<file path="src/hdl/scurve_cfg.svh">
`ifndef SCURVE_CFG_SVH
`define SCURVE_CFG_SVH

// Discriminator channels and their counters
`define SC_NUM_CH   4
`define SC_CH_W     2
`define SC_CNT_W    16

// Threshold DAC code
`define SC_DAC_W    10

// Scan length and point index
`define SC_MAX_PTS  64
`define SC_PT_W     6
`define SC_NPTS_W   7

// One result word per point and channel
`define SC_RAM_AW   8

// Wishbone word address map
`define SC_ADR_W    9
`define SC_RES_BASE 256

// Trigger delay line depth
`define SC_TB_DLY   16

`endif

</file>
<file path="src/hdl/scurve_meas_pkg.sv">
`include "scurve_cfg.svh"

package scurve_meas_pkg;

  // Trigger efficiency counts one fall per injection window
  typedef enum logic {
    COUNT_EFF = 1'b0,
    TRIG_EFF  = 1'b1
  } eff_mode_e;

  // Scan sequencer
  typedef enum logic [2:0] {
    SEQ_IDLE,
    SEQ_START,
    SEQ_RUN,
    SEQ_DRAIN,
    SEQ_NEXT
  } seq_state_e;

  // Shared by all channels
  typedef struct packed {
    eff_mode_e            mode;
    logic [3:0]           trig_delay;
    logic [`SC_CNT_W-1:0] cpt_max;
  } chan_cfg_t;

  // Synchronized test pulse and its edges
  typedef struct packed {
    logic level;
    logic rise;
    logic fall;
  } inj_sync_t;

  // Result memory word
  typedef struct packed {
    logic [`SC_CNT_W-1:0] pulse_cnt;
    logic [`SC_CNT_W-1:0] trig_cnt;
  } result_rec_t;

endpackage

</file>
<file path="src/hdl/scurve_sequencer.sv">
`timescale 1ns/1ps
`include "scurve_cfg.svh"

module scurve_sequencer
  import scurve_meas_pkg::*;
(
  input  logic                  Clk,
  input  logic                  reset_n,
  input  logic                  go,
  input  logic [`SC_DAC_W-1:0]  thr_start,
  input  logic [`SC_DAC_W-1:0]  thr_step,
  input  logic [`SC_NPTS_W-1:0] num_pts,
  input  logic                  inj_pulse,
  input  logic [`SC_NUM_CH-1:0] busy,
  output inj_sync_t             inj,
  output logic                  start,
  output logic [`SC_PT_W-1:0]   point,
  output logic [`SC_DAC_W-1:0]  dac_threshold,
  output logic                  scan_busy,
  output logic                  scan_done
);

  seq_state_e            state;
  logic [2:0]            inj_sr;
  logic [`SC_NPTS_W-1:0] pts_lim;

  //////////////////////////////////////////////////
  // Test pulse synchronizer
  //////////////////////////////////////////////////

  always_ff @(posedge Clk or negedge reset_n) begin
    if (!reset_n)
      inj_sr <= '0;
    else
      inj_sr <= {inj_sr[1:0], inj_pulse};
  end

  // Level after two flops, edges against the third
  always_comb begin
    inj.level = inj_sr[1];
    inj.rise  = inj_sr[1] & ~inj_sr[2];
    inj.fall  = ~inj_sr[1] & inj_sr[2];
  end

  //////////////////////////////////////////////////
  // Point stepping
  //////////////////////////////////////////////////

  assign start = (state == SEQ_START);

  always_ff @(posedge Clk or negedge reset_n) begin
    if (!reset_n) begin
      state         <= SEQ_IDLE;
      point         <= '0;
      pts_lim       <= '0;
      dac_threshold <= '0;
      scan_busy     <= 1'b0;
      scan_done     <= 1'b0;
    end else begin
      case (state)
        SEQ_IDLE: if (go) begin
          scan_done <= 1'b0;
          point     <= '0;
          if (num_pts == '0) begin
            // Empty scan ends at once
            scan_done <= 1'b1;
          end else begin
            scan_busy <= 1'b1;
            pts_lim   <= (num_pts > `SC_MAX_PTS) ? `SC_NPTS_W'(`SC_MAX_PTS) : num_pts;
            state     <= SEQ_START;
          end
        end
        SEQ_START: begin
          // First point takes the start code
          if (point == '0)
            dac_threshold <= thr_start;
          state <= SEQ_RUN;
        end
        SEQ_RUN:
          if (|busy)
            state <= SEQ_DRAIN;
        SEQ_DRAIN:
          if (busy == '0) begin
            if ({1'b0, point} == pts_lim - 1'b1) begin
              scan_busy <= 1'b0;
              scan_done <= 1'b1;
              state     <= SEQ_IDLE;
            end else begin
              state <= SEQ_NEXT;
            end
          end
        SEQ_NEXT: begin
          point         <= point + 1'b1;
          dac_threshold <= dac_threshold + thr_step;
          state         <= SEQ_START;
        end
        default: state <= SEQ_IDLE;
      endcase
    end
  end

endmodule

</file>
<file path="config.mk">
export PLATFORM = sky130hd
export DESIGN_NAME = scurve_sequencer
export DESIGN_NICKNAME = d
export VERILOG_FILES = /design/src/hdl/scurve_meas_pkg.sv /design/src/hdl/scurve_sequencer.sv
export VERILOG_INCLUDE_DIRS = /design/src /design/src/hdl
export SDC_FILE = /design/constraint.sdc
export NUM_CORES = 1
export LEC_CHECK = 0
export ABC_CLOCK_PERIOD_IN_PS = 6150
export BUFFER_PORTS_ARGS = -buffer_cell sky130_fd_sc_hd__buf_2
export CAP_MARGIN = 15
export CELL_PAD_IN_SITES_DETAIL_PLACEMENT = 0
export CELL_PAD_IN_SITES_GLOBAL_PLACEMENT = 1
export CORE_ASPECT_RATIO = 0.8
export CORE_UTILIZATION = 41
export DETAILED_ROUTE_END_ITERATION = 8
export GPL_TIMING_DRIVEN = 0
export PLACE_DENSITY = 0.93
export SETUP_SLACK_MARGIN = 0.3
export SLEW_MARGIN = 20
export SYNTH_ARGS = -nofsm -noshare
export SYNTH_HDL_FRONTEND = slang
export SYNTH_SLANG_ARGS = --single-unit
export TNS_END_PERCENT = 30
</file>
<file path="constraint.sdc">
create_clock -name Clk -period 6.15 [get_ports Clk]
set_input_delay 1.23 -clock Clk [delete_from_list [all_inputs] [get_ports Clk]]
set_output_delay 1.23 -clock Clk [all_outputs]
set_load 0.02 [all_outputs]
</file>
# ---- Word level (Yosys, flattened, before mapping)
# Cells that the tools add are included.
dict set report totals {
  reg_bits 31
  input_bits 35
  output_inout_bits 22
  wordCells 62
}
dict set report classes {
  add_sub_neg 3
  order_cmp 1
  eq_ne 11
  n_mux 21
  bitwise 5
  n_reduce_logical 14
}
# operator count
set ops {}
lappend ops {{case mux 10 bit (2 select lines)} 1}
lappend ops {{2-to-1 mux 3 bit} 5}
lappend ops {{case mux 3 bit (5 select lines)} 1}
lappend ops {{case mux 6 bit (2 select lines)} 1}
lappend ops {{adder 10 bit} 1}
lappend ops {{2-to-1 mux 10 bit} 1}
lappend ops {{inequality test 2 bit, second input constant} 5}
lappend ops {{2-to-1 mux 1 bit} 8}
lappend ops {{AND reduction 4 bit} 2}
lappend ops {{equality test 6 x 7 -> 1 bit} 1}
lappend ops {{greater-than comparator 7 bit, second input constant} 1}
lappend ops {{logical NOT 7 bit} 1}
lappend ops {{2-to-1 mux 7 bit} 1}
lappend ops {{subtractor 7 x 1 -> 7 bit, second input constant} 1}
lappend ops {{adder 6 x 1 -> 6 bit, second input constant} 1}
lappend ops {{equality test 3 x 2 -> 1 bit, second input constant} 2}
lappend ops {{logical NOT 6 bit} 1}
lappend ops {{2-to-1 mux 6 bit} 1}
lappend ops {{nonzero test 2 bit} 3}
lappend ops {{AND reduction 5 bit} 1}
lappend ops {{logical NOT 4 bit} 1}
lappend ops {{case mux 1 bit (2 select lines)} 2}
lappend ops {{AND reduction 2 bit} 2}
lappend ops {{OR reduction 4 bit} 1}
lappend ops {{7 further kinds} 10}

# ---- Longest topological paths before layout
dict set report depth {
  depth_word 5
  mapped_depth 7
  depth_no_buf 7
}

# ---- Least setup slack after synthesis
# Ideal clock, no wire load.
dict set report synth_path {
  path_kind {input-to-reg}
  startpoint {input port thr_step[0]}
  endpoint {register dac_threshold[8]}
  setup_time_ns 0.094
  arrival_ns 2.991
  required_time_ns 6.056
  path_slack_ns 3.065
  path_stages 7
  path_buffers 0
  cell_sequence {ha_1 > fa_1 > a21o_1 > a21o_1 > a2111oi_0 > o32ai_1 > a211oi_1}
}
dict set report synth_between {
  elab_chain_cells 2
}
# item line
set synth_lines {}
lappend synth_lines {{start, declared} scurve_sequencer.sv:11} ;# input logic [`SC_DAC_W-1:0] thr_step,
lappend synth_lines {{adder 10 bit} scurve_sequencer.sv:94} ;# dac_threshold <= dac_threshold + thr_step;
lappend synth_lines {{case mux 10 bit (2 select lines)} scurve_sequencer.sv:60} ;# case (state)
lappend synth_lines {{end signal, assigned} scurve_sequencer.sv:76} ;# dac_threshold <= thr_start;
lappend synth_lines {{end signal, assigned} scurve_sequencer.sv:94}
lappend synth_lines {{end, declared} scurve_sequencer.sv:18} ;# output logic [`SC_DAC_W-1:0] dac_threshold,
# Every way passes these cells.
# A chain may end at the register's enable or synchronous reset.

# ---- Worst setup path in the final report
# Ends and elaborated chain as after synthesis.

==> impl_metrics.json <==
{
  "reg2reg_depth": 7,
  "cp-end-kind": "flop",
  "drv_cap": 0,
  "cp_max_fo": 3,
  "finalInstanceArea_um2": 2440,
  "cts_buffers": 5,
  "postSynthCellCount": 223,
  "worstMarginPinSlew_ns": 0.796,
  "grt_pass1_vias": 1618,
  "start_kind": "primary input",
  "period_share": 0.537,
  "vias": 1845,
  "slew_headroom": 0.456,
  "final_hold_viol_count": 0,
  "overflow": 0,
  "synth-edff-count": 0,
  "place_congestion": 0.810,
  "cp.required_ns": 6.34,
  "cts_htree_levels": 2,
  "drcViolationCount": 0,
  "avgRoutedWirePerCell_um": 13.7,
  "core_um2": 4650,
  "dr.pass1.iters": 4,
  "fin_setup_tns_ns": 0,
  "dp_cells": 339,
  "ys_dominant_reg_cell": "dfrtp_1",
  "clkTransAtPathRegs_ns": 0.06,
  "syn_nets": 271,
  "instances_no_fill": 345,
  "grt_pass1_wl_um": 7520,
  "die_area_um2": 5190,
  "critPathArrivalTime_ns": 3.49,
  "power_density_nw_per_um2": 305,
  "cp_top_family": "compound AO/OA/AOI/OAI gates",
  "path_cells": "buf_2 > ha_1 > fa_1 > a21o_1 > a21o_1 > a2111oi_0 > o32ai_1 > a211oi_1",
  "async_reset_ff_frac": 1.00,
  "fmax_mhz": 303,
  "fp-row-count": 22,
  "insertion_delay_ns": 0.28,
  "ctsHoldBuffers": 0,
  "antenna_cells": 0,
  "routed_via_density": 5.35,
  "syn-mean-instance-area_um2": 9.01,
  "detail-route-antenna-nets": 0,
  "drtIter0Drc": 104,
  "synth_seq_cells": 31,
  "wl_um": 4730,
  "layout_commonest_cell": "buf_2",
  "post_cts_buffers": 0,
  "ctsResizeCount": 0,
  "dpl_cell_area_um2": 2360,
  "crit_top_cell": "a21o_1",
  "clock-root-buffer": "clkbuf_8",
  "clockBufferDepth": 2,
  "pin_count": 57,
  "fin_nets": 334,
  "cp_num_buf_inv": 1,
  "die_x_um": 80.3,
  "dieHeight_um": 64.6,
  "grt_usage": 0.190,
  "synth.cell_area_um2": 2010,
  "finClkSkew_ns": 0.00402,
  "path_depth": 8,
  "clkSinkCount": 31,
  "grt_max_degree": 32,
  "slowest_delay_ns": 0.75,
  "status": "finished, final reports clean",
  "path_class": "primary input to flop",
  "drive_gt1_frac": 0.239,
  "antenna_found_initial": 0,
  "slowest_stage": "a2111oi_0",
  "hold_path_class": "flop to flop",
  "synth_cell_types": 47,
  "yosysSeqAreaShare": 0.386,
  "p_leak_nw": 1.17,
  "slew_violations": 0,
  "hpwl_um": 3540,
  "hold_depth": 0,
  "ir_drop_v": 0.000121,
  "cts_tree": "yes",
  "period_needed_ns": 3.31,
  "initial_utilization": 0.432,
  "pre_cts_ws_ns": 2.53,
  "port_buffers": 56,
  "mostFrequentLayoutCells": "56 x buf_2, 35 x nand2_1, 31 x dfrtp_1",
  "yosys_warnings": 0,
  "timing.hold.ws_ns": 0.348,
  "rsz0062_at_grt": "no",
  "flow.area_growth_from_synthesis_pct": 21.3,
  "finalSetupViolations": 0,
  "worst_slack_ns": 2.84
}
[layout make-up]
cell class / count / area [um2]
buffer: 8 / 33.8
clock buffer: 6 / 72.6
inverter: 9 / 33.8
tap: 60 / 75.1
timing repair buffer: 56 / 280
fill: 445 / 2210
sequential: 31 / 776
multi-input combinational: 175 / 1170
[Yosys cell counts, types with 2 or more instances]
cell type  instances  share of area
a311oi_1           2         0.0087
nor2_1            12          0.022
nand4_1            2         0.0062
nor3_1             6          0.015
a22o_1             2         0.0087
dfrtp_1           31           0.39
o32ai_1            2         0.0087
nand2_1           35          0.065
ha_1              12          0.075
xor2_1             6          0.026
a21oi_1           10          0.025
mux2i_1            2          0.010
and3_1             4          0.012
nand3b_1           8          0.030
a31oi_1            7          0.022
clkbuf_1           7          0.013
mux2_2             2          0.011
inv_1              9          0.017
xnor2_1            8          0.035
a211oi_1           3          0.011
nor4_1             4          0.012
nand4b_1           3          0.013
o21ai_0           13          0.032
o21a_1             2         0.0075
nor2b_1            2         0.0062
nand3_1            5          0.012
a21o_1             4          0.015
[flip-flops by register name, indices dropped and copies added, names as in the netlist]
| register | flops |
|---|---|
| dac_threshold | 10 |
| inj_sr | 3 |
| state | 3 |
| scan_busy | 1 |
| scan_done | 1 |
| pts_lim | 7 |
| point | 6 |
[stage by stage]
step	total power [W]	util
4_1_cts	0.000749	0.524
3_5_place_dp	0.000603	0.508
5_1_grt	0.000798	0.524
3_3_place_gp	0.000593	0.508
6_report	0.000743	0.524
2_1_floorplan	0.000510	-
[worst reg2reg max path, cell delays in order, from the launching register on]
cell and delay, ns:
dfrtp_1 0.39, ha_1 0.23, fa_1 0.41, a21o_1 0.18, a21o_1 0.21, a2111oi_0 0.75, o32ai_1 0.19, a211oi_1 0.19
[per-layer routing]
layer | track usage | vias to the layer above | part of all wire
li1 | - | 937 | -
met1 | 0.277 | 854 | 0.50
met2 | 0.281 | 48 | 0.44
met3 | 0.0366 | 6 | 0.046
met4 | 0.0603 | 0 | 0.010
met5 | 0 | - | 0
[cell families (layout without fill, tap and decap cells)]
| logic type | count (synthesis) | in the layout | share of synthesized area |
|---|---|---|---|
| compound gates | 55 | 55 | 0.184 |
| xor+xnor | 14 | 14 | 0.0610 |
| fa+ha+maj | 13 | 13 | 0.0847 |
| buf+inv | 17 | 79 | 0.0336 |
| flops | 31 | 31 | 0.386 |
| mux | 4 | 4 | 0.0212 |
| simple gates | 89 | 89 | 0.229 |
[path summary, 6_finish.rpt]
check	startpoint	to	slack [ns]
max	thr_step[0]	dac_threshold[8]	2.84
min	inj_sr[0]	inj_sr[1]	0.35
max reg2reg	dac_threshold[0]	dac_threshold[8]	3.51
min reg2reg	inj_sr[0]	inj_sr[1]	0.35
max in group asynchronous	reset_n	inj_sr[1]	4.68
min in group asynchronous	reset_n	dac_threshold[8]	1.01
[power by group]
part           leakage [nW]  switching (W)  internal, W
clock                0.0371      0.0000686    0.0000752
sequential            0.369      0.0000526     0.000247
combinational         0.760       0.000168     0.000132
total                  1.17       0.000289     0.000455
No activity file was read; power rests on OpenSTA's default activity.
