File: config.mk
export PLATFORM = sky130hd
export DESIGN_NAME = result_arbiter
export DESIGN_NICKNAME = d
export VERILOG_FILES = /design/src/hdl/scurve_meas_pkg.sv /design/src/hdl/scurve_bus_pkg.sv /design/src/hdl/result_arbiter.sv
export VERILOG_INCLUDE_DIRS = /design/src /design/src/hdl
export SDC_FILE = /design/constraint.sdc
export NUM_CORES = 1
export LEC_CHECK = 0
export BUFFER_PORTS_ARGS = -buffer_cell sky130_fd_sc_hd__buf_4
export CAP_MARGIN = 20
export CORE_MARGIN = 4
export CORE_UTILIZATION = 43
export CTS_CLUSTER_SIZE = 25
export DETAILED_ROUTE_END_ITERATION = 12
export PLACE_DENSITY = 0.83
export SYNTH_ARGS = -nofsm -noshare
export SYNTH_HDL_FRONTEND = slang
export SYNTH_SLANG_ARGS = --single-unit
export TNS_END_PERCENT = 10
File: constraint.sdc
create_clock -name Clk -period 7.18 [get_ports Clk]
set_input_delay 0.359 -clock Clk [delete_from_list [all_inputs] [get_ports Clk]]
set_output_delay 0.359 -clock Clk [all_outputs]
set_load 0.02 [all_outputs]
File: src/hdl/scurve_cfg.svh
`ifndef SCURVE_CFG_SVH
`define SCURVE_CFG_SVH

// Discriminator channels and their counters
`define SC_NUM_CH   4
`define SC_CH_W     2
`define SC_CNT_W    16

// Threshold DAC code
`define SC_DAC_W    10

// Scan length and point index
`define SC_MAX_PTS  64
`define SC_PT_W     6
`define SC_NPTS_W   7

// One result word per point and channel
`define SC_RAM_AW   8

// Wishbone word address map
`define SC_ADR_W    9
`define SC_RES_BASE 256

// Trigger delay line depth
`define SC_TB_DLY   16

`endif

File: src/hdl/scurve_meas_pkg.sv
`include "scurve_cfg.svh"

package scurve_meas_pkg;

  // Trigger efficiency counts one fall per injection window
  typedef enum logic {
    COUNT_EFF = 1'b0,
    TRIG_EFF  = 1'b1
  } eff_mode_e;

  // Scan sequencer
  typedef enum logic [2:0] {
    SEQ_IDLE,
    SEQ_START,
    SEQ_RUN,
    SEQ_DRAIN,
    SEQ_NEXT
  } seq_state_e;

  // Shared by all channels
  typedef struct packed {
    eff_mode_e            mode;
    logic [3:0]           trig_delay;
    logic [`SC_CNT_W-1:0] cpt_max;
  } chan_cfg_t;

  // Synchronized test pulse and its edges
  typedef struct packed {
    logic level;
    logic rise;
    logic fall;
  } inj_sync_t;

  // Result memory word
  typedef struct packed {
    logic [`SC_CNT_W-1:0] pulse_cnt;
    logic [`SC_CNT_W-1:0] trig_cnt;
  } result_rec_t;

endpackage

File: src/hdl/scurve_bus_pkg.sv
`include "scurve_cfg.svh"

package scurve_bus_pkg;

  import scurve_meas_pkg::*;

  // Wishbone classic, word addressed
  typedef struct packed {
    logic                 cyc;
    logic                 stb;
    logic                 we;
    logic [`SC_ADR_W-1:0] adr;
    logic [31:0]          dat;
  } wb_req_t;

  typedef struct packed {
    logic        ack;
    logic [31:0] dat;
  } wb_rsp_t;

  // Register word addresses
  typedef enum logic [2:0] {
    REG_CTRL      = 3'd0,
    REG_THR_START = 3'd1,
    REG_THR_STEP  = 3'd2,
    REG_NUM_PTS   = 3'd3,
    REG_CPT_MAX   = 3'd4,
    REG_TRIG_DLY  = 3'd5,
    REG_STATUS    = 3'd6
  } wb_reg_e;

  // Channel result write, held until granted
  typedef struct packed {
    logic                  req;
    logic [`SC_RAM_AW-1:0] addr;
    result_rec_t           data;
  } ram_wr_req_t;

  // Host readout
  typedef struct packed {
    logic                  req;
    logic [`SC_RAM_AW-1:0] addr;
  } ram_rd_req_t;

endpackage

File: src/hdl/result_arbiter.sv
`timescale 1ns/1ps
`include "scurve_cfg.svh"

module result_arbiter
  import scurve_meas_pkg::*, scurve_bus_pkg::*;
(
  input  logic                  Clk,
  input  logic                  reset_n,
  input  ram_wr_req_t           wr [`SC_NUM_CH],
  input  ram_rd_req_t           rd,
  output logic [`SC_NUM_CH-1:0] wr_grant,
  output logic                  rd_grant,
  output logic                  ram_we,
  output logic [`SC_RAM_AW-1:0] ram_addr,
  output result_rec_t           ram_wdata
);

  // Channels first, host read in the top slot
  logic [`SC_NUM_CH:0] req;
  logic [`SC_NUM_CH:0] gnt;
  logic [`SC_CH_W:0]   ptr;
  logic [`SC_CH_W:0]   gnt_idx;

  always_comb begin
    for (int i = 0; i < `SC_NUM_CH; i++)
      req[i] = wr[i].req;
    req[`SC_NUM_CH] = rd.req;
  end

  // First requester at or after the pointer wins
  always_comb begin
    int idx;
    gnt     = '0;
    gnt_idx = ptr;
    for (int i = 0; i <= `SC_NUM_CH; i++) begin
      idx = int'(ptr) + i;
      if (idx > `SC_NUM_CH)
        idx = idx - (`SC_NUM_CH + 1);
      if (gnt == '0 && req[idx]) begin
        gnt[idx] = 1'b1;
        gnt_idx  = idx[`SC_CH_W:0];
      end
    end
  end

  // Winner drops to lowest priority
  always_ff @(posedge Clk or negedge reset_n) begin
    if (!reset_n)
      ptr <= '0;
    else if (|gnt)
      ptr <= (gnt_idx == `SC_NUM_CH) ? '0 : gnt_idx + 1'b1;
  end

  assign wr_grant = gnt[`SC_NUM_CH-1:0];
  assign rd_grant = gnt[`SC_NUM_CH];

  // RAM port steering
  always_comb begin
    ram_we    = |wr_grant;
    ram_addr  = rd.addr;
    ram_wdata = '0;
    for (int i = 0; i < `SC_NUM_CH; i++)
      if (wr_grant[i]) begin
        ram_addr  = wr[i].addr;
        ram_wdata = wr[i].data;
      end
  end

endmodule

## Yosys cells after proc, flatten, opt, wreduce, memory -nomap -nowiden

Cells that the tools add are included.

- Bits in writable memories: 0
- Input bits: 175
- Output and inout bits: 46
- Bits in read-only memories: 0
- Bits in registers: 3
- Word-level logic and storage cells: 95
- Latch bits: 0
- Memories kept: 0

- $lt $le $gt $ge: 15
- $add $sub $neg: 10
- Reductions and logical operators: 15
- Bitwise logic cells: 4
- Shift operators: 0
- Div/mod/pow operators: 0
- Equality and inequality tests: 1
- Multipliers: 0
- Muxes and demuxes: 49

Operators with widths:

| operator | count |
|---|---|
| 32-bit 2-to-1 mux | 9 |
| 32-bit by 1-bit greater-or-equal comparator with 1-bit output, second input constant | 5 |
| 32-bit by 5-bit < comparator with 1-bit output, second input constant | 5 |
| 8-bit 2-to-1 mux | 4 |
| 5-bit 2-to-1 mux | 5 |
| 5-bit zero test | 4 |
| 5-bit OR | 4 |
| 4-bit by 3-bit subtractor with 5-bit output, second input constant | 4 |
| 3-bit 2-to-1 mux | 6 |
| 4-bit by 3-bit greater-than comparator with 1-bit output, second input constant | 4 |
| 1-bit binary-select mux with 3-bit select | 5 |
| 1-bit demux with 3-bit select | 5 |
| 1-bit 2-to-1 mux | 15 |
| 1-bit logical AND | 9 |
| 3-bit by 2-bit adder with 4-bit output, second input constant | 2 |
| 5-bit OR reduction | 1 |
| 3-bit by 1-bit adder with 4-bit output, second input constant | 1 |
| 3-bit by 3-bit adder with 4-bit output, second input constant | 1 |
| 4-bit OR reduction | 1 |
| 3-bit by 3-bit subtractor with 4-bit output, second input constant | 1 |
| 3-bit by 1-bit adder with 3-bit output, second input constant | 1 |
| 3-bit == test, second input constant | 1 |
| 3-bit greater-than comparator, second input constant | 1 |

## Longest topological paths before layout

- Depth after elaboration: 23
- Mapped depth: 22
- Gate-level depth less buffers: 19

## Worst setup path before layout

Ideal clock, no wire load.

- Path kind: register to output
- From: register ptr[1]
- To: output ram_wdata[30] in the netlist's numbering
- Arrival time: 4762 ps
- Cell stages (with the launch flop): 19
- Buffers on the path: 3
- Setup slack: 2059 ps
- Cell sequence: dfrtp_1 > buf_2 > inv_1 > ha_1 > inv_1 > ha_1 > buf_4 > xnor2_2 > mux2i_1 > o22ai_2 > o21a_2 > o41ai_4 > nor4bb_2 > or4_4 > or2_1 > o21bai_1 > clkbuf_1 > a22o_1 > a221o_1

RTL lines:

| what | line | source |
|---|---|---|
| from (decl) | result_arbiter.sv:21 | `` logic [`SC_CH_W:0] ptr; `` |
| from (signal assigned) | result_arbiter.sv:51 | `` ptr <= (gnt_idx == `SC_NUM_CH) ? '0 : gnt_idx + 1'b1; `` |
| to (decl) | result_arbiter.sv:15 | `output result_rec_t ram_wdata` |

## Worst setup path in the final report

- From: register ptr[2]
- To: output ram_addr[5]

- Word-level cells in the longest chain between the ends: 23
- Elaborated cells on any way between the ends: 80
- Classes of those cells: 9 x add/sub; 15 x order compare; 39 x mux; 4 x bitwise; 13 x reduce/logical

Ends and longest elaborated chain:

| what | line | source |
|---|---|---|
| branches (longest 18 deep; another with 32-bit by 1-bit greater-or-equal comparator with 1-bit output) | n/a |  |
| 5-bit 2-to-1 mux (*) | result_arbiter.sv:39 | `if (gnt == '0 && req[idx]) begin` |
| 8-bit 2-to-1 mux (3 in a row) | result_arbiter.sv:63 | `if (wr_grant[i]) begin` |
| 8-bit 2-to-1 mux (*) | result_arbiter.sv:63 |  |
| to (decl) | result_arbiter.sv:14 | `` output logic [`SC_RAM_AW-1:0] ram_addr, `` |

Mark *: on every way between the ends. The select of a mux whose other input is x is not followed.

==> qor.csv <==
metric,value,unit
largest net degree at the start of global routing,42,
HP Class,in2async,
Clock Skew,0.766,ps
Root Buffer,clkbuf_8,
Initial Utilization,44.1,%
final hold vios,0,
WS Path Type,reg2out,
"commonest cells after routing, fill and taps aside","227 x buf_4, 33 x a22o_1, 32 x a221o_1",
1st-iter DRT viols,326,
first-pass GRT wire length,23.0,mm
Final Non-Filler Cells,738,
Max H-tree Level,1,
"leading cell type in the layout, fill and taps excluded",buf_4,
GR Util All Layers,33.1,%
via count,4677,
DP HPWL,12.9,mm
initial antenna violation count,4,
IO Count,221,
GR Overflow Total,0,
PortBufs,220,
Worst Path Required,6820,ps
P&R area growth vs syn,55.8,%
# DRC,0,
Worst-Skew Late Latency,220,ps
status,"finished, final reports clean",
reg2reg start,ptr[0],
die width,94.0,um
Post CTS Setup Buffer Count,0,
fin crit share,79.7,%
core area,7210,um^2
# setup viols final,0,
Routed Antenna Nets,0,
complex-gate fraction of the synthesized area,49.2,%
worst-path maximum fanout,28,
worst r2r path cells,18,
Finished Core Util,68.7,%
Nets,831,
largest registers,ptr: 3 flops,
asr flop ratio synth,100,%
count of cell types in the netlist,79,
CTS tree,built,
ratio of cells with drive above 1 in the final layout,42.0,%
max FFs per register,3,
mux cell area share after synthesis,7.70,%
Placed Cells,728,
die area,8840,um^2
RSZ-0062 raised after global routing,no,
Setup TNS,0,ps
CTS Buf Count,3,
post-synthesis cell count,433,
Simple-Gate Fraction of Synth Area,22.2,%
Startpoint Class,flip-flop,
placed inst area,4870,um^2
main combinational cell family by area after synthesis,compound AO/OA/AOI/OAI gates,
Post-Syn Area,3180,um^2
number of synthesized register bits,3,
Final Critical Period,5720,ps
post-synthesis sequential area ratio,2.36,%
Main synth FF type,dfrtp_1,
"EDFF count, synth",0,
# rows,31,
"CTS clk-pin slew, worst paths",30,ps
Clock Path Buffers,2,
First-pass DRT Iterations,5,
vias per cell,6.34,
Die H,94.0,um
worst slew pin tran,895,ps
syn_nets,628,
gp weighted congestion,1.03,
Max Freq,175,MHz
post-synthesis average cell area,7.35,um^2
count of cells resized by post-cts repair,0,
routed wire length,15.9,mm
via count of the first global-routing pass,4431,
fin. max-slew vios,0,
post-synthesis xor/xnor area fraction,2.16,%
crit path from,ptr[2],
Slew HR,40.3,%
Sink Count,3,
post-route cell area,4960,um^2
post-synthesis adder-cell area fraction,8.10,%
most flop-heavy register,ptr,
WL/cell,21.5,um
Critical Path AT,5360,ps
CP Capture Type,output pin,
yosys synthesis warning count,0,
MaxCap Viol Count,0,
==> critical path, cell delays in order (launching register included) <==
cell,delay (ps)
dfrtp_1,330
buf_4,300
ha_1,360
nor2b_2,110
a21oi_1,290
mux2_2,430
a2111oi_0,650
or2_2,250
nor4bb_2,600
a211o_1,250
a211oi_2,60
a311oi_1,560
nand3_1,410
o221ai_1,320
buf_4,190
==> cells in the mapped netlist (all sizes together), types with 2 or more instances <==
library cell | count | area share (%)
nor3b | 3 | 0.71
nand2 | 21 | 2.5
nor2 | 25 | 3.0
o32ai | 3 | 0.83
mux2i | 17 | 5.5
a21o | 5 | 1.2
o21a | 4 | 0.98
xnor2 | 6 | 1.9
or3 | 5 | 1.1
o221ai | 10 | 2.8
nor2b | 14 | 2.8
nand3 | 10 | 1.6
o211a | 2 | 0.63
or4 | 3 | 0.83
a22o | 33 | 9.1
o22ai | 4 | 0.98
a221o | 32 | 10
nor4 | 2 | 0.39
a211o | 6 | 1.7
o21bai | 3 | 0.71
a21oi | 24 | 3.8
o31ai | 4 | 1.1
o21ai | 20 | 3.1
nor3 | 13 | 2.4
a22oi | 11 | 2.6
buf | 20 | 3.5
and3 | 5 | 0.98
inv | 29 | 3.4
a221oi | 3 | 1.0
nand4 | 4 | 0.79
and2 | 3 | 0.59
a211oi | 2 | 0.63
a2111oi | 3 | 0.83
dfrtp | 3 | 2.4
a31o | 7 | 1.9
o41ai | 3 | 1.7
a311oi | 3 | 0.83
or2 | 7 | 1.4
a31oi | 4 | 0.79
ha | 19 | 7.5
clkbuf | 11 | 1.3
nand2b | 8 | 1.8
mux2 | 6 | 2.2
==> timing repair <==
action / CTS / global route
hold buffers: 1 / 0
endpoints found under the hold margin: 3 / 0
endpoints found under the setup margin: 0 / 0
==> final cells by class <==
class | instances | area [um^2]
Antenna cell | 4 | 10.0
Clock buffer | 4 | 45.0
Fill cell | 654 | 2260
Inverter | 29 | 109
Multi-Input combinational cell | 370 | 2850
Sequential cell | 3 | 75.1
Tap cell | 99 | 124
Timing Repair Buffer | 229 | 1740
==> per-layer routing <==
layer / track usage [%] / wire length [um]
met5: 0 / 0
met2: 55.3 / 7520
met4: 15.2 / 803
met3: 7.61 / 1540
met1: 39.9 / 6030
==> path summary, 6_finish.rpt <==
check,endpoint,slack [ps]
setup / recovery,ram_addr[5],1460
hold reg to reg,ptr[1],770
hold / removal,ptr[0],470
setup reg to reg,ptr[2],2030
max in group asynchronous,ptr[1],6610
min in group Clk,ptr[1],770
==> cell families after synthesis <==
logic type,after synthesis
flops,3
xor+xnor,7
mux,23
buf+inv,60
compound gates,193
simple gates,127
fa+ha+maj,20
==> stage by stage <==
| stage | hold slack (ps) | worst slack [ps] |
|---|---|---|
| floorplan | 63.4 | 2060 |
| global placement | 152 | 1640 |
| detailed placement | 153 | 1480 |
| CTS | 465 | 1230 |
| global route | 488 | 1170 |
| finish | 475 | 1460 |
Power is not shown: default switching activity piles up to over one toggle a cycle in this logic, so the estimate is an artifact.
