`config.mk`:
```
export PLATFORM = sky130hd
export DESIGN_NAME = scurve_wb_regs
export DESIGN_NICKNAME = d
export VERILOG_FILES = /design/src/hdl/scurve_meas_pkg.sv /design/src/hdl/scurve_bus_pkg.sv /design/src/hdl/scurve_wb_regs.sv
export VERILOG_INCLUDE_DIRS = /design/src /design/src/hdl
export SDC_FILE = /design/constraint.sdc
export NUM_CORES = 1
export LEC_CHECK = 0
export BUFFER_PORTS_ARGS = -buffer_cell sky130_fd_sc_hd__clkbuf_2
export CAP_MARGIN = 0
export CORE_AREA = 2 2 90 92
export CTS_CLUSTER_SIZE = 8
export DETAILED_ROUTE_END_ITERATION = 8
export DIE_AREA = 0 0 92 94
export GPL_ROUTABILITY_DRIVEN = 0
export PLACE_DENSITY = 0.82
export SLEW_MARGIN = 10
export SYNTH_ARGS = -nofsm -noshare
export SYNTH_HDL_FRONTEND = slang
export SYNTH_SLANG_ARGS = --single-unit
```
`constraint.sdc`:
```
create_clock -name Clk -period 2.4 [get_ports Clk]
set_input_delay 0.72 -clock Clk [delete_from_list [all_inputs] [get_ports Clk]]
set_output_delay 0.72 -clock Clk [all_outputs]
set_load 0.01 [all_outputs]
```
`src/hdl/scurve_cfg.svh`:
```
`ifndef SCURVE_CFG_SVH
`define SCURVE_CFG_SVH

// Discriminator channels and their counters
`define SC_NUM_CH   4
`define SC_CH_W     2
`define SC_CNT_W    16

// Threshold DAC code
`define SC_DAC_W    10

// Scan length and point index
`define SC_MAX_PTS  64
`define SC_PT_W     6
`define SC_NPTS_W   7

// One result word per point and channel
`define SC_RAM_AW   8

// Wishbone word address map
`define SC_ADR_W    9
`define SC_RES_BASE 256

// Trigger delay line depth
`define SC_TB_DLY   16

`endif

```
`src/hdl/scurve_meas_pkg.sv`:
```
`include "scurve_cfg.svh"

package scurve_meas_pkg;

  // Trigger efficiency counts one fall per injection window
  typedef enum logic {
    COUNT_EFF = 1'b0,
    TRIG_EFF  = 1'b1
  } eff_mode_e;

  // Scan sequencer
  typedef enum logic [2:0] {
    SEQ_IDLE,
    SEQ_START,
    SEQ_RUN,
    SEQ_DRAIN,
    SEQ_NEXT
  } seq_state_e;

  // Shared by all channels
  typedef struct packed {
    eff_mode_e            mode;
    logic [3:0]           trig_delay;
    logic [`SC_CNT_W-1:0] cpt_max;
  } chan_cfg_t;

  // Synchronized test pulse and its edges
  typedef struct packed {
    logic level;
    logic rise;
    logic fall;
  } inj_sync_t;

  // Result memory word
  typedef struct packed {
    logic [`SC_CNT_W-1:0] pulse_cnt;
    logic [`SC_CNT_W-1:0] trig_cnt;
  } result_rec_t;

endpackage

```
`src/hdl/scurve_bus_pkg.sv`:
```
`include "scurve_cfg.svh"

package scurve_bus_pkg;

  import scurve_meas_pkg::*;

  // Wishbone classic, word addressed
  typedef struct packed {
    logic                 cyc;
    logic                 stb;
    logic                 we;
    logic [`SC_ADR_W-1:0] adr;
    logic [31:0]          dat;
  } wb_req_t;

  typedef struct packed {
    logic        ack;
    logic [31:0] dat;
  } wb_rsp_t;

  // Register word addresses
  typedef enum logic [2:0] {
    REG_CTRL      = 3'd0,
    REG_THR_START = 3'd1,
    REG_THR_STEP  = 3'd2,
    REG_NUM_PTS   = 3'd3,
    REG_CPT_MAX   = 3'd4,
    REG_TRIG_DLY  = 3'd5,
    REG_STATUS    = 3'd6
  } wb_reg_e;

  // Channel result write, held until granted
  typedef struct packed {
    logic                  req;
    logic [`SC_RAM_AW-1:0] addr;
    result_rec_t           data;
  } ram_wr_req_t;

  // Host readout
  typedef struct packed {
    logic                  req;
    logic [`SC_RAM_AW-1:0] addr;
  } ram_rd_req_t;

endpackage

```
`src/hdl/scurve_wb_regs.sv`:
```
`timescale 1ns/1ps
`include "scurve_cfg.svh"

module scurve_wb_regs
  import scurve_meas_pkg::*, scurve_bus_pkg::*;
(
  input  logic                  Clk,
  input  logic                  reset_n,
  input  wb_req_t               wb_req,
  output wb_rsp_t               wb_rsp,
  output chan_cfg_t             cfg,
  output logic                  go,
  output logic [`SC_DAC_W-1:0]  thr_start,
  output logic [`SC_DAC_W-1:0]  thr_step,
  output logic [`SC_NPTS_W-1:0] num_pts,
  input  logic                  scan_busy,
  input  logic                  scan_done,
  output ram_rd_req_t           rd,
  input  logic                  rd_grant,
  input  result_rec_t           ram_rdata
);

  logic        access;
  logic        win_hit;
  logic        reg_hit;
  logic        new_acc;
  wb_reg_e     reg_sel;
  logic        reg_ack;
  logic        rd_pend;
  logic        rd_ack;
  logic [31:0] reg_dat;
  logic [31:0] rd_val;

  assign access  = wb_req.cyc & wb_req.stb;
  assign win_hit = (wb_req.adr >= `SC_RES_BASE);
  assign reg_hit = (wb_req.adr[`SC_ADR_W-1:3] == '0);
  assign reg_sel = wb_reg_e'(wb_req.adr[2:0]);
  // New cycle only once the previous one has been acked
  assign new_acc = access & ~(reg_ack | rd_pend | rd_ack);

  //////////////////////////////////////////////////
  // Register read mux
  //////////////////////////////////////////////////

  always_comb begin
    rd_val = '0;
    if (reg_hit)
      case (reg_sel)
        REG_CTRL:      rd_val[1] = cfg.mode;
        REG_THR_START: rd_val[`SC_DAC_W-1:0] = thr_start;
        REG_THR_STEP:  rd_val[`SC_DAC_W-1:0] = thr_step;
        REG_NUM_PTS:   rd_val[`SC_NPTS_W-1:0] = num_pts;
        REG_CPT_MAX:   rd_val[`SC_CNT_W-1:0] = cfg.cpt_max;
        REG_TRIG_DLY:  rd_val[3:0] = cfg.trig_delay;
        REG_STATUS:    rd_val[1:0] = {scan_done, scan_busy};
        default:       rd_val = '0;
      endcase
  end

  always_ff @(posedge Clk or negedge reset_n) begin
    if (!reset_n) begin
      reg_ack   <= 1'b0;
      rd_pend   <= 1'b0;
      rd_ack    <= 1'b0;
      go        <= 1'b0;
      cfg       <= '0;
      thr_start <= '0;
      thr_step  <= '0;
      num_pts   <= '0;
      reg_dat   <= '0;
    end else begin
      go      <= 1'b0;
      reg_ack <= 1'b0;
      // RAM data shows up the cycle after the grant
      rd_ack  <= rd_grant;
      if (rd_grant)
        rd_pend <= 1'b0;
      if (new_acc) begin
        if (win_hit && !wb_req.we) begin
          rd_pend <= 1'b1;
        end else begin
          // Registers and window writes ack next cycle
          reg_ack <= 1'b1;
          reg_dat <= rd_val;
          if (wb_req.we && reg_hit)
            case (reg_sel)
              REG_CTRL:
                if (!scan_busy) begin
                  cfg.mode <= eff_mode_e'(wb_req.dat[1]);
                  go       <= wb_req.dat[0];
                end
              REG_THR_START: thr_start      <= wb_req.dat[`SC_DAC_W-1:0];
              REG_THR_STEP:  thr_step       <= wb_req.dat[`SC_DAC_W-1:0];
              REG_NUM_PTS:   num_pts        <= wb_req.dat[`SC_NPTS_W-1:0];
              REG_CPT_MAX:   cfg.cpt_max    <= wb_req.dat[`SC_CNT_W-1:0];
              REG_TRIG_DLY:  cfg.trig_delay <= wb_req.dat[3:0];
              default: ;
            endcase
        end
      end
    end
  end

  // Ack only inside an active cycle
  always_comb begin
    wb_rsp.ack = (reg_ack | rd_ack) & access;
    wb_rsp.dat = rd_ack ? ram_rdata : reg_dat;
    rd.req     = rd_pend;
    rd.addr    = wb_req.adr[`SC_RAM_AW-1:0];
  end

endmodule

```
## After elaboration in Yosys (flattened, before gate mapping)

Index checks and enable logic that the tools add are counted.

| operators by class | value |
|---|---|
| multiply operators | 0 |
| shift-type cells | 0 |
| reduce and logical (&&, ||, !) cells | 12 |
| magnitude comparators | 1 |
| $add $sub $neg | 0 |
| equal/unequal tests | 6 |
| bitwise logic cells | 9 |
| divide/modulo/power cells | 0 |
| muxes and demuxes | 18 |

Operator list:

| operator | number |
|---|---|
| 32-bit two-way mux | 1 |
| 4-bit AND reduction | 5 |
| 16-bit two-way mux | 1 |
| 3-bit one-hot mux with 4 select lines | 1 |
| 1-bit two-way mux | 10 |
| 2-bit one-hot mux with 5 select lines | 1 |
| 3-bit == test (second input constant) | 3 |
| 9-bit >= comparator (second input constant) | 1 |
| 3-bit one-hot mux with 3 select lines | 1 |
| 1-bit one-hot mux with 7 select lines | 1 |
| 3-bit by 2-bit == test with 1-bit output (second input constant) | 2 |
| 6-bit zero test | 1 |
| 6-bit two-way mux | 1 |
| 1-bit one-hot mux with 6 select lines | 1 |
| 5-bit AND reduction | 1 |
| 1-bit bitwise AND | 3 |
| 3-bit by 1-bit == test with 1-bit output (second input constant) | 1 |
| 3-bit zero test | 1 |
| 1-bit NOT | 3 |
| 1-bit bitwise OR | 3 |
| 1-bit logical AND | 2 |
| 2-bit AND reduction | 1 |
| 1-bit zero test | 1 |

| storage, ports and cells | value |
|---|---|
| register bits after elaboration | 84 |
| memories | 0 |
| output and inout bits | 91 |
| bits in latches | 0 |
| bits in writable memories | 0 |
| ROM bits | 0 |

## Depth between registers and ports, before layout

| depth | value |
|---|---|
| word-level depth | 5 |
| gate-level depth with buffers | 7 |

## Worst setup path after synthesis

OpenSTA, ideal clock, no wires.

| timing path | value |
|---|---|
| path type | input to register |
| start point | input wb_req[36] (netlist bit) |
| end point | register thr_step[0] |
| setup time | 0.125 ns |
| stages on the path | 5 |
| required time | 2.275 ns |
| setup slack | 0.091 ns |
| data arrival time | 2.184 ns |
| path through | nor4_4 -> nand4_4 -> or4_4 -> buf_6 -> mux2_4 |

| between the ends | value |
|---|---|
| word-level cells in the longest chain between the ends | 4 |
| elaborated cells between the ends (all ways) | 6 |
| classes of those cells | 1 x order compare; 1 x bitwise; 4 x reduce/logical |

RTL lines:

| element | RTL line | text |
|---|---|---|
| start, declared | scurve_wb_regs.sv:9 | `input wb_req_t wb_req,` |
| 9-bit >= comparator (no source line) | - |  |
| 1-bit logical AND | scurve_wb_regs.sv:79 | `if (win_hit && !wb_req.we) begin` |
| 1-bit NOT (no source line) | - |  |
| 4-bit AND reduction (no source line) * | - |  |
| end signal, assigned | scurve_wb_regs.sv:93 | `` REG_THR_STEP: thr_step <= wb_req.dat[`SC_DAC_W-1:0]; `` |
| end, declared | scurve_wb_regs.sv:14 | `` output logic [`SC_DAC_W-1:0] thr_step, `` |

Every way passes the cells marked *; elsewhere a longest branch is shown, timed or not.
A chain may end at the register's enable or synchronous reset.

==> metrics.yaml <==
status: "completed"
period_needed_ns: 2.274
fin_nets: 518
cp_slowest_cell: "mux2_2"
first_pass_iters: 4
crit_path_max_incr_delay_ns: 0.38
cts_tree: "yes"
root_buffer: "clkbuf_8"
power_leakage_nw: 2.518
netlist.area_leader.share_pct: 50.07
ys_seq_area_share_pct: 50.07
start_util_pct: 44.67
tightest_slew_ns: 0.4017
critPathCaptureType: "output port"
ys_top_cells_by_count: "dfrtp_1 (68), mux2_2 (58), and2_1 (17), nand2_1 (16), a22o_1 (12)"
die_h_um: 94
powerDensity_nw_per_um2: 554.2
fp-row-count: 32
critPathKind: "flop to output port"
cp.arrival_ns: 1.55
fin_worst_skew_ns: 0.006360
synth_cell_types: 38
htreeDepth: 3
drv_cap: 0
dp_slack_ns: -0.06696
cp-start-kind: "flop"
drive_gt1_share_pct: 61.09
clk_pin_slew_ns: 0.07
drc: 0
final.period_utilization_pct: 94.74
vias_per_cell: 5.132
synth_ff_type: "dfrtp_1"
diodes: 0
setup_ws_ns: 0.1262
hpwl_mm: 6.881
synth_nets: 351
grt_max_degree: 69
grt_pass1_vias: 2888
dieWidth_um: 92
postCtsSetupBuffers: 0
slew_viol_final: 0
max_freq_ghz: 0.4398
setup_violations: 0
async_flop_share_pct: 100.0
syn_inst: 270
grt_pass1_wl_mm: 14.47
wire_per_inst_um: 16.57
syn_to_final_growth_pct: 35.27
grt-ovfl-total: 0
clk_path_buf_depth: 2
crit_chain: "buf_4 > mux2_2 > clkbuf_2"
hold_path.class: "input pin to async pin"
dieArea_um2: 8648
postLayoutCoreUtil_pct: 60.43
portBuffers: 155
clk_latency_ns: 0.34
slew_headroom_pct: 72.98
cp.required_ns: 1.68
num-fill-cells: 672
syn_area_um2: 3398
dr_total_vias: 2792
cts.sinks: 68
yosysWarnings: 0
synth_area_leaders: "dfrtp_1 (50%), mux2_2 (19%), mux2_4 (4.4%), and2_1 (3.1%), a22o_1 (3.1%)"
io_pins: 172
hold_violations: 0
drtIter0Drc: 134
totalWireLength_mm: 9.012
ctsHoldBuffers: 0
grt_util_all_layers_pct: 21.61
core_area_um2: 7607
postCtsResizedCells: 0
post-synth-top-count-cell: "dfrtp_1"
cp_max_fo: 32
ant_nets: 0
rsz0062_at_grt: "no"
antenna_found_initial: 0
synth.avg_cell_area_um2: 12.59
synth-edff-count: 0
peakVddDrop_uv: 300.6
cts_inserted_buffers: 9
synth-seq-cells: 68
synth_area_leader_cell: "dfrtp_1"
==> cells in the final DEF (no fill, tap or decap), drive strengths merged <==
cell    instances
nor4            3
inv             6
a31oi           2
mux4            1
or3             2
bufinv          3
or4             1
a22o           12
dfrtp          68
nand3           6
a22oi           6
o31ai           1
nor2            5
and2           17
and4            1
clkbuf        163
nand2          16
a21oi           1
nor2b           2
nor3            3
o32ai           1
o211ai          1
o22ai           3
buf            24
clkinv          3
o21ai          10
mux2           68
and3b           1
nand4           1
o221ai          1
mux2i           7
nand2b          3
==> layer usage <==
metal / vias up / global-route usage, % / wire (um)
met1: 1361 / 26.44 / 3839
met4: 0 / 9.080 / 187
met2: 113 / 37.38 / 4415
met5: - / 0 / 0
li1: 1302 / - / -
met3: 16 / 4.334 / 570
==> area by class of cell <==
cell class | instances | area, um^2 | share of cell area (%)
flip-flops and latches | 68 | 1702 | 37.02
multi-input cells | 175 | 1550 | 33.72
repair buffers | 178 | 960.9 | 20.90
well taps | 102 | 127.6 | 2.776
clock buffers | 9 | 123.9 | 2.695
clock inverters | 7 | 113.9 | 2.477
inverters | 5 | 18.77 | 0.4083
==> logic make-up after synthesis <==
group / after synthesis / share of synthesized area, %
DFF: 68 / 50.07
buffers and inverters: 27 / 4.308
muxes: 76 / 26.36
AOI/OAI and AO/OA: 38 / 7.916
and+or+nand+nor: 61 / 11.34
==> where the power goes <==
part           switching (mW)  internal (mW)  total [mW]
sequential            0.00386           1.15        1.15
clock                   0.447          0.688        1.14
combinational           0.143          0.116       0.259
==> critical path: cells and delay by family, from the launching register on <==
family | cells | cell delay [ns]
buf+inv | 2 | 0.46
mux | 1 | 0.38
flops | 1 | 0.37
==> per-stage QoR <==
step / instance area, um^2 / setup TNS (ns) / hold slack (ns) / std cells / power [mW]
finish: 4597 / 0 / 0.4005 / 544 / 2.548
floorplan: 3398 / 0 / 0.4244 / 270 / 1.291
CTS: 4597 / 0 / 0.4019 / 544 / 2.570
global placement: 4359 / -0.5347 / 0.4562 / 528 / 1.433
global route: 4597 / 0 / 0.4197 / 544 / 2.643
detailed placement: 4359 / -0.8010 / 0.4664 / 528 / 1.438
==> sequential cells by signal, summed over array words and instances, names as in the netlist <==
| register | flops |
|---|---|
| cfg | 21 |
| thr_start | 10 |
| reg_ack | 1 |
| reg_dat | 16 |
| num_pts | 7 |
| thr_step | 10 |
| go | 1 |
| rd_pend | 1 |
| rd_ack | 1 |
==> final timing paths <==
check	depth (start not counted)	startpoint	slack, ns	endpoint
max	3	rd_ack$_DFF_PN0_	0.13	wb_rsp[3]
max in group asynchronous	2	reset_n	1.72	thr_step[9]$_DFFE_PN0P_
min reg2reg	2	reg_dat[8]$_DFFE_PN0P_	0.48	reg_dat[8]$_DFFE_PN0P_
min	2	reset_n	0.40	reg_ack$_DFF_PN0_
max reg2reg	4	rd_pend$_DFF_PN0_	0.45	thr_step[8]$_DFFE_PN0P_
min in group Clk	2	reg_dat[8]$_DFFE_PN0P_	0.48	reg_dat[8]$_DFFE_PN0P_
No activity file was read; power rests on OpenSTA's default activity.
