$ cat config.mk
export PLATFORM = sky130hd
export DESIGN_NAME = scurve_channel
export DESIGN_NICKNAME = d
export VERILOG_FILES = /design/src/hdl/scurve_meas_pkg.sv /design/src/hdl/scurve_bus_pkg.sv /design/src/hdl/scurve_channel.sv
export VERILOG_INCLUDE_DIRS = /design/src /design/src/hdl
export SDC_FILE = /design/constraint.sdc
export NUM_CORES = 1
export LEC_CHECK = 0
export BUFFER_PORTS_ARGS = -buffer_cell sky130_fd_sc_hd__buf_2
export CAP_MARGIN = 20
export CORE_MARGIN = 4
export CORE_UTILIZATION = 50
export DETAILED_ROUTE_END_ITERATION = 7
export PLACE_DENSITY = 0.77
export RECOVER_POWER = 25
export SETUP_SLACK_MARGIN = 0.5
export SLEW_MARGIN = 20
export SYNTH_ARGS = -nofsm -noshare
export SYNTH_HDL_FRONTEND = slang
export SYNTH_SLANG_ARGS = --single-unit
$ cat constraint.sdc
create_clock -name Clk -period 3.37 [get_ports Clk]
set_clock_uncertainty 0.05 [all_clocks]
set_input_delay 0.337 -clock Clk [delete_from_list [all_inputs] [get_ports Clk]]
set_output_delay 0.337 -clock Clk [all_outputs]
set_load 0.01 [all_outputs]
$ cat src/hdl/scurve_cfg.svh
`ifndef SCURVE_CFG_SVH
`define SCURVE_CFG_SVH

// Discriminator channels and their counters
`define SC_NUM_CH   4
`define SC_CH_W     2
`define SC_CNT_W    16

// Threshold DAC code
`define SC_DAC_W    10

// Scan length and point index
`define SC_MAX_PTS  64
`define SC_PT_W     6
`define SC_NPTS_W   7

// One result word per point and channel
`define SC_RAM_AW   8

// Wishbone word address map
`define SC_ADR_W    9
`define SC_RES_BASE 256

// Trigger delay line depth
`define SC_TB_DLY   16

`endif

$ cat src/hdl/scurve_meas_pkg.sv
`include "scurve_cfg.svh"

package scurve_meas_pkg;

  // Trigger efficiency counts one fall per injection window
  typedef enum logic {
    COUNT_EFF = 1'b0,
    TRIG_EFF  = 1'b1
  } eff_mode_e;

  // Scan sequencer
  typedef enum logic [2:0] {
    SEQ_IDLE,
    SEQ_START,
    SEQ_RUN,
    SEQ_DRAIN,
    SEQ_NEXT
  } seq_state_e;

  // Shared by all channels
  typedef struct packed {
    eff_mode_e            mode;
    logic [3:0]           trig_delay;
    logic [`SC_CNT_W-1:0] cpt_max;
  } chan_cfg_t;

  // Synchronized test pulse and its edges
  typedef struct packed {
    logic level;
    logic rise;
    logic fall;
  } inj_sync_t;

  // Result memory word
  typedef struct packed {
    logic [`SC_CNT_W-1:0] pulse_cnt;
    logic [`SC_CNT_W-1:0] trig_cnt;
  } result_rec_t;

endpackage

$ cat src/hdl/scurve_bus_pkg.sv
`include "scurve_cfg.svh"

package scurve_bus_pkg;

  import scurve_meas_pkg::*;

  // Wishbone classic, word addressed
  typedef struct packed {
    logic                 cyc;
    logic                 stb;
    logic                 we;
    logic [`SC_ADR_W-1:0] adr;
    logic [31:0]          dat;
  } wb_req_t;

  typedef struct packed {
    logic        ack;
    logic [31:0] dat;
  } wb_rsp_t;

  // Register word addresses
  typedef enum logic [2:0] {
    REG_CTRL      = 3'd0,
    REG_THR_START = 3'd1,
    REG_THR_STEP  = 3'd2,
    REG_NUM_PTS   = 3'd3,
    REG_CPT_MAX   = 3'd4,
    REG_TRIG_DLY  = 3'd5,
    REG_STATUS    = 3'd6
  } wb_reg_e;

  // Channel result write, held until granted
  typedef struct packed {
    logic                  req;
    logic [`SC_RAM_AW-1:0] addr;
    result_rec_t           data;
  } ram_wr_req_t;

  // Host readout
  typedef struct packed {
    logic                  req;
    logic [`SC_RAM_AW-1:0] addr;
  } ram_rd_req_t;

endpackage

$ cat src/hdl/scurve_channel.sv
`timescale 1ns/1ps
`include "scurve_cfg.svh"

module scurve_channel
  import scurve_meas_pkg::*, scurve_bus_pkg::*;
(
  input  logic                Clk,
  input  logic                reset_n,
  input  chan_cfg_t           cfg,
  input  inj_sync_t           inj,
  input  logic                start,
  input  logic                trigger,
  input  logic [`SC_PT_W-1:0] point,
  input  logic [`SC_CH_W-1:0] chan_idx,
  output ram_wr_req_t         wr,
  input  logic                grant,
  output logic                busy
);

  logic [`SC_TB_DLY-1:0] trig_sr;
  logic                  trig_tap;
  logic                  trig_q1;
  logic                  trig_q2;
  logic                  trig_fall;
  logic                  trig_en;
  logic                  active;
  logic                  arm;
  logic                  done;
  logic                  done_hit;
  logic                  wr_req;
  logic [`SC_CNT_W-1:0]  pulse_cnt;
  logic [`SC_CNT_W-1:0]  trig_cnt;

  //////////////////////////////////////////////////
  // Trigger delay and falling edge
  //////////////////////////////////////////////////

  // Delay line tap
  assign trig_tap = trig_sr[cfg.trig_delay];
  // Trigger efficiency only counts inside the injection window
  assign trig_en = active & ((cfg.mode == COUNT_EFF) | inj.level);
  assign trig_fall = ~trig_q1 & trig_q2;

  always_ff @(posedge Clk or negedge reset_n) begin
    if (!reset_n) begin
      trig_sr <= '1;
      trig_q1 <= 1'b1;
      trig_q2 <= 1'b1;
    end else begin
      trig_sr <= {trig_sr[`SC_TB_DLY-2:0], trigger};
      // Hold low after the first fall until the window closes
      if (cfg.mode == TRIG_EFF)
        trig_q1 <= (trig_tap & trig_q1) | ~trig_en;
      else
        trig_q1 <= trig_tap;
      trig_q2 <= trig_q1;
    end
  end

  //////////////////////////////////////////////////
  // Pulse and trigger counting
  //////////////////////////////////////////////////

  // Arm on the first rise after start, so a partial window is skipped
  assign arm = busy & ~active & (pulse_cnt == '0) & inj.rise;
  // Stop at the end of the window that reached cpt_max
  assign done_hit = active & inj.fall & (pulse_cnt >= cfg.cpt_max);

  always_ff @(posedge Clk or negedge reset_n) begin
    if (!reset_n) begin
      busy      <= 1'b0;
      active    <= 1'b0;
      done      <= 1'b0;
      wr_req    <= 1'b0;
      pulse_cnt <= '0;
      trig_cnt  <= '0;
    end else begin
      done <= 1'b0;
      if (start) begin
        busy      <= 1'b1;
        active    <= 1'b0;
        wr_req    <= 1'b0;
        pulse_cnt <= '0;
        trig_cnt  <= '0;
      end else begin
        if (arm)
          active <= 1'b1;
        if (arm || (active && inj.rise))
          pulse_cnt <= pulse_cnt + 1'b1;
        if (trig_fall && trig_en)
          trig_cnt <= trig_cnt + 1'b1;
        if (done_hit) begin
          active <= 1'b0;
          done   <= 1'b1;
        end
        // Request goes out the cycle after done
        if (done)
          wr_req <= 1'b1;
        if (grant) begin
          wr_req <= 1'b0;
          busy   <= 1'b0;
        end
      end
    end
  end

  // Word address is point * 4 + channel
  always_comb begin
    wr.req            = wr_req;
    wr.addr           = {point, chan_idx};
    wr.data.pulse_cnt = pulse_cnt;
    wr.data.trig_cnt  = trig_cnt;
  end

endmodule

Yosys cells after proc, flatten, opt, wreduce, memory -nomap -nowiden
Cells that the tools add are included.
W data, S select, Z words.
{ "totals": {"register_bits": 54, "input_bits": 37, "out_inout_bits": 42, "word_cells": 53} }
{ "classes": {"add_sub_neg": 2, "order_cmp": 2, "mux": 17, "bitwise": 14, "reduce_logical": 9} }
{ "ops": {"columns": ["op", "count"], "rows": [
  ["$mux W16", 4],
  ["$add A16 B1 Y16 const B", 2],
  ["$ge A16 B16 Y1", 1],
  ["$logic_not A16 Y1", 1],
  ["$mux W1", 12],
  ["$and A1 B1 Y1", 8],
  ["$reduce_bool A2 Y1", 3],
  ["$reduce_bool A3 Y1", 2],
  ["$lt A4 B5 Y1 const B", 1],
  ["$bmux W1 S4", 1],
  ["$not A1 Y1", 4],
  ["$logic_and A1 B1 Y1", 2],
  ["$or A1 B1 Y1", 2],
  ["$logic_or A1 B1 Y1", 1]
]} }

Logic depth before layout (Yosys ltp)
{ "logic_depth": {"ltp_word": 7, "mapped_depth": 7, "depth_no_buf": 7} }

Worst setup path before layout
OpenSTA, ideal clock, no wires.
{ "synth_timing": {"path_type": "register to register", "startpoint": "reg pulse_cnt[7]", "endpoint": "reg pulse_cnt[6]", "t_arrival_ns": 1.880, "required_time_ns": 3.242, "setup_slack_ns": 1.361, "stages_incl_launch_ff": 7, "period_less_slack_ns": 2.009, "cell_sequence": "dfrtp_1 -> nor4_1 -> nand4b_1 -> o2bb2a_4 -> buf_6 -> or4_1 -> a21oi_1"} }
{ "synth_via": {"elab_chain_len": 5} }
{ "synth_lines": {"columns": ["item", "line_no", "source"], "rows": [
  ["start: declaration", "scurve_channel.sv:31", "logic [`SC_CNT_W-1:0] pulse_cnt;"],
  ["start signal: assignment", "scurve_channel.sv:89", "pulse_cnt <= pulse_cnt + 1'b1;"],
  ["$logic_not A16 Y1", "scurve_channel.sv:65", "assign arm = busy & ~active & (pulse_cnt == '0) & inj.rise;"],
  ["$and A1 B1 Y1 (2 in a row)", "scurve_channel.sv:65", null],
  ["$logic_or A1 B1 Y1", "scurve_channel.sv:88", "if (arm || (active && inj.rise))"],
  ["$reduce_bool A2 Y1 (no source line)", null, null]
]} }
Every way passes these cells.
A chain may end at the register's enable or synchronous reset.

Worst setup path after layout
{ "layout_timing": {"startpoint": "reg pulse_cnt[0]", "endpoint": "reg active"} }
{ "layout_via": {"elab_chain_len": 4} }
{ "layout_lines": {"columns": ["item", "line_no", "source"], "rows": [
  ["$ge A16 B16 Y1 / $logic_not A16 Y1 (equally long branches)", "scurve_channel.sv:67, scurve_channel.sv:65", null],
  ["$and A1 B1 Y1 (on tied branches)", "scurve_channel.sv:67, scurve_channel.sv:65", null],
  ["$mux W1 / $and A1 B1 Y1 (equally long branches)", "scurve_channel.sv:92, scurve_channel.sv:65", null],
  ["$mux W1 / $reduce_bool A3 Y1 (equally long branches)", null, null],
  ["end signal: assignment", "scurve_channel.sv:72", "active <= 1'b0;"],
  ["end signal: assignment", "scurve_channel.sv:81", "active <= 1'b0;"],
  ["end signal: assignment", "scurve_channel.sv:93", "active <= 1'b0;"],
  ["end: declaration", "scurve_channel.sv:26", "logic active;"]
]} }
Several ways; a longest one is shown, not always the timed one.

==> metrics.yaml <==
timing:
  timing.final.crit_period_ps: 2130
  fin_worst_hold_slack_ps: 78.2
  rsz_0062_raised_after_global_routing: "no"
  max-slew-margin-rel: -0.214
  worst_slew_pin_slew_ps: 1820
  timing.final.setup_violations: 0
  achievable-frequency_mhz: 470
  totalNegativeSetupSlack_ps: 0
  hold_violations: 0
  report.final.slew_viol_count: 36
  finalCritPeriodShare: 0.631
power_and_ir_drop:
  vdd_ir_drop_max_mv: 0.304
  total_leakage_power_uw: 0.00165
  pwr_density_cell_mw_per_mm2: 371
global_routing:
  wire_length_of_the_first_global_routing_pass_um: 10200
  grt_util_all_layers: 0.175
  antenna_found_initial: 0
  grt_pass1_vias: 2100
  maximum_number_of_pins_on_one_net_before_global_route_repair: 38
  grt_remaining_overflow: 0
clocking:
  cts_repair_resize_count: 0
  cts-buffers-inserted: 5
  worstSkewPairLatency_ps: 310
  root_buffer: "clkbuf_8"
  cts_hold_buffers: 0
  clock_tree_from_tritoncts: "done"
  htree_levels: 2
  clock-sinks: 54
  clk_transition_reported_paths_ps: 90
  clock_path_buffers: 2
  post_cts_buffers: 0
setup_path:
  cp_max_fo: 5
  crit_path_end_kind: "register"
  worstPathBufferInverterCount: 1
  critPathArrivalTime_ps: 2300
  worst_path_largest_cell_delay_ps: 430
  critical-path-slowest-cell: "dfrtp_1"
  worstPathRequired_ps: 3540
  critical_path.startpoint_type: "register"
  cpMostUsedCell: "a2111oi_0"
  critical_path.cell_chain: "inv_1 -> ha_1 -> nand2b_1 -> a2111oi_0 -> a2111oi_0 -> o31a_1 -> nor3_1"
  criticalPathCategory: "reg2reg"
  critPathTopFamily: "compound AO/OA/AOI/OAI gates"
final_layout:
  final_cell_mix: "buf_2 (61), dfrtp_1 (36), nor2_1 (33), inv_1 (22), xor2_1 (20)"
  num-nets-final: 384
  final_area_mm2: 0.00327
  area_of_the_multi_input_gates_mm2: 0.00132
  post-route-util: 0.591
  area_used_by_sequential_logic_in_the_layout_mm2: 0.00137
  diodes: 0
  mostFrequentLayoutCell: "buf_2"
  num-fill-cells: 498
  drive_gt1_frac: 0.271
  syn_to_final_growth_pct: 13.9
place:
  post-dp-hpwl_um: 4490
  area_after_detailed_placement_mm2: 0.00318
  io_buffer_count: 62
  globalplace.congestion: 0.785
route:
  detail_route.drc_violations: 0
  detailroute.via_count: 2142
  finalWirelength_um: 6000
  ant_nets: 0
  routed_via_density: 5.34
  detail_route.first_pass.iterations: 4
  routed_wire_length_per_instance_um: 15.0
  dr_iter_0_viols: 80
die:
  coreArea_mm2: 0.00554
  starting_utilization_of_the_core_area: 0.519
  die_width_um: 83.8
  fp.dieH_um: 83.8
  placementRows: 27
  io_pins: 79
  design.die.area_mm2: 0.00703
logic_synthesis:
  syn_area_mm2: 0.00288
  count_of_mapped_cells_out_of_synthesis: 274
  synth-seq-area-share: 0.478
  synth_cell_types: 40
  synth_edf_count: 0
  synthesis.nets: 330
  postSynthAreaPerCell_um2: 10.5
  ys_async_sr_fraction: 1.00
  synth_warnings: 0
  yosys_most_used_dff: "dfrtp_1"
  ys_seq_elements: 54
flow_run:
  max-cap-violations: 1
run_status:
  failed_checks: "capacitance limit, slew limit"
  status: "finished, violations left"
hold_path:
  timing.hold.worst.class: "in2reg"
[cells in the mapped netlist (2+ instances only)]
master     number  area share
nand3_1        14       0.024
o21ai_0         4      0.0070
a21o_1          4       0.010
and4_1          2      0.0061
dfstp_2        18        0.16
nor2b_1         4      0.0087
buf_4           9       0.023
nor2_1         33       0.043
or4_1           2      0.0052
or3_1           3      0.0065
xor2_1         20       0.061
mux2i_1         4       0.014
o31ai_1         3      0.0078
xnor2_1         5       0.015
nor4_1          3      0.0065
dfrtp_1        36        0.31
inv_1          22       0.029
mux4_2          4       0.031
nand2_1        14       0.018
nor4b_2         2       0.010
and3_1          6       0.013
a2111oi_0       2      0.0061
nor3_1          6       0.010
ha_1           19       0.083
clkbuf_1        4      0.0052
nand4_1         8       0.017
a21oi_1        10       0.017
[through the flow]
stage	power (µW)	setup slack, ps	cells
floorplan	809	1360	274
global placement	850	1320	393
detailed placement	857	1260	393
CTS	1230	1240	401
global route	1280	1040	401
finish	1220	1240	401
[cell families (layout without fill, tap and decap cells)]
family | count (synthesis) | after routing | share of synthesized area
DFF | 54 | 54 | 0.478
AOI/OAI and AO/OA | 27 | 27 | 0.0644
muxes | 9 | 9 | 0.0492
adders and majority gates | 19 | 19 | 0.0827
buffers and inverters | 38 | 93 | 0.0644
xor gates and xnor gates | 25 | 25 | 0.0762
and+or+nand+nor | 102 | 102 | 0.185
[area by class of cell]
| class | instances | area share |
|---|---|---|
| Clock inverter | 2 | 0.00382 |
| Inverter | 22 | 0.0252 |
| Timing Repair Buffer | 63 | 0.0967 |
| Clock buffer | 6 | 0.0252 |
| Tap cell | 72 | 0.0275 |
| Sequential cell | 54 | 0.420 |
| Multi-Input combinational cell | 182 | 0.402 |
[routing by layer]
layer | part of all wire | GRT usage
met3 | 0.061 | 0.0444
met4 | 0.012 | 0.0512
met5 | 0 | 0
met1 | 0.44 | 0.235
met2 | 0.48 | 0.281
[worst paths after layout]
path / slack (ps) / to / from / cells after the start
worst min-delay path: 80 / trig_sr[0] / trigger / 1
worst max-delay path: 1240 / active / pulse_cnt[0] / 7
min in group asynchronous: 460 / pulse_cnt[4] / reset_n / 1
worst min register to register: 320 / trig_sr[4] / trig_sr[3] / 0
worst max register to register: 1240 / active / pulse_cnt[0] / 7
max in group asynchronous: 1630 / trig_sr[15] / reset_n / 2
[power by group]
part           leakage [µW]  total (µW)  switching (µW)  internal [µW]
clock network     0.0000472         374             208            165
logic              0.000916         142            80.5           61.8
registers          0.000683         700            23.0            677
[state kept, by name, indices dropped and copies added, names as in the netlist]
| signal | count |
|---|---|
| active | 1 |
| trig_cnt | 16 |
| busy | 1 |
| done | 1 |
| pulse_cnt | 16 |
| trig_sr | 16 |
| trig_q1 | 1 |
| wr_req | 1 |
| trig_q2 | 1 |
[worst reg2reg max path: cells and delay by family (launching register included)]
| family | cells | cell delay, ps |
|---|---|---|
| simple gates | 2 | 320 |
| buf+inv | 1 | 140 |
| flops | 1 | 430 |
| compound gates | 3 | 860 |
| fa+ha+maj | 1 | 240 |
Power figures use the tool's default switching activity.
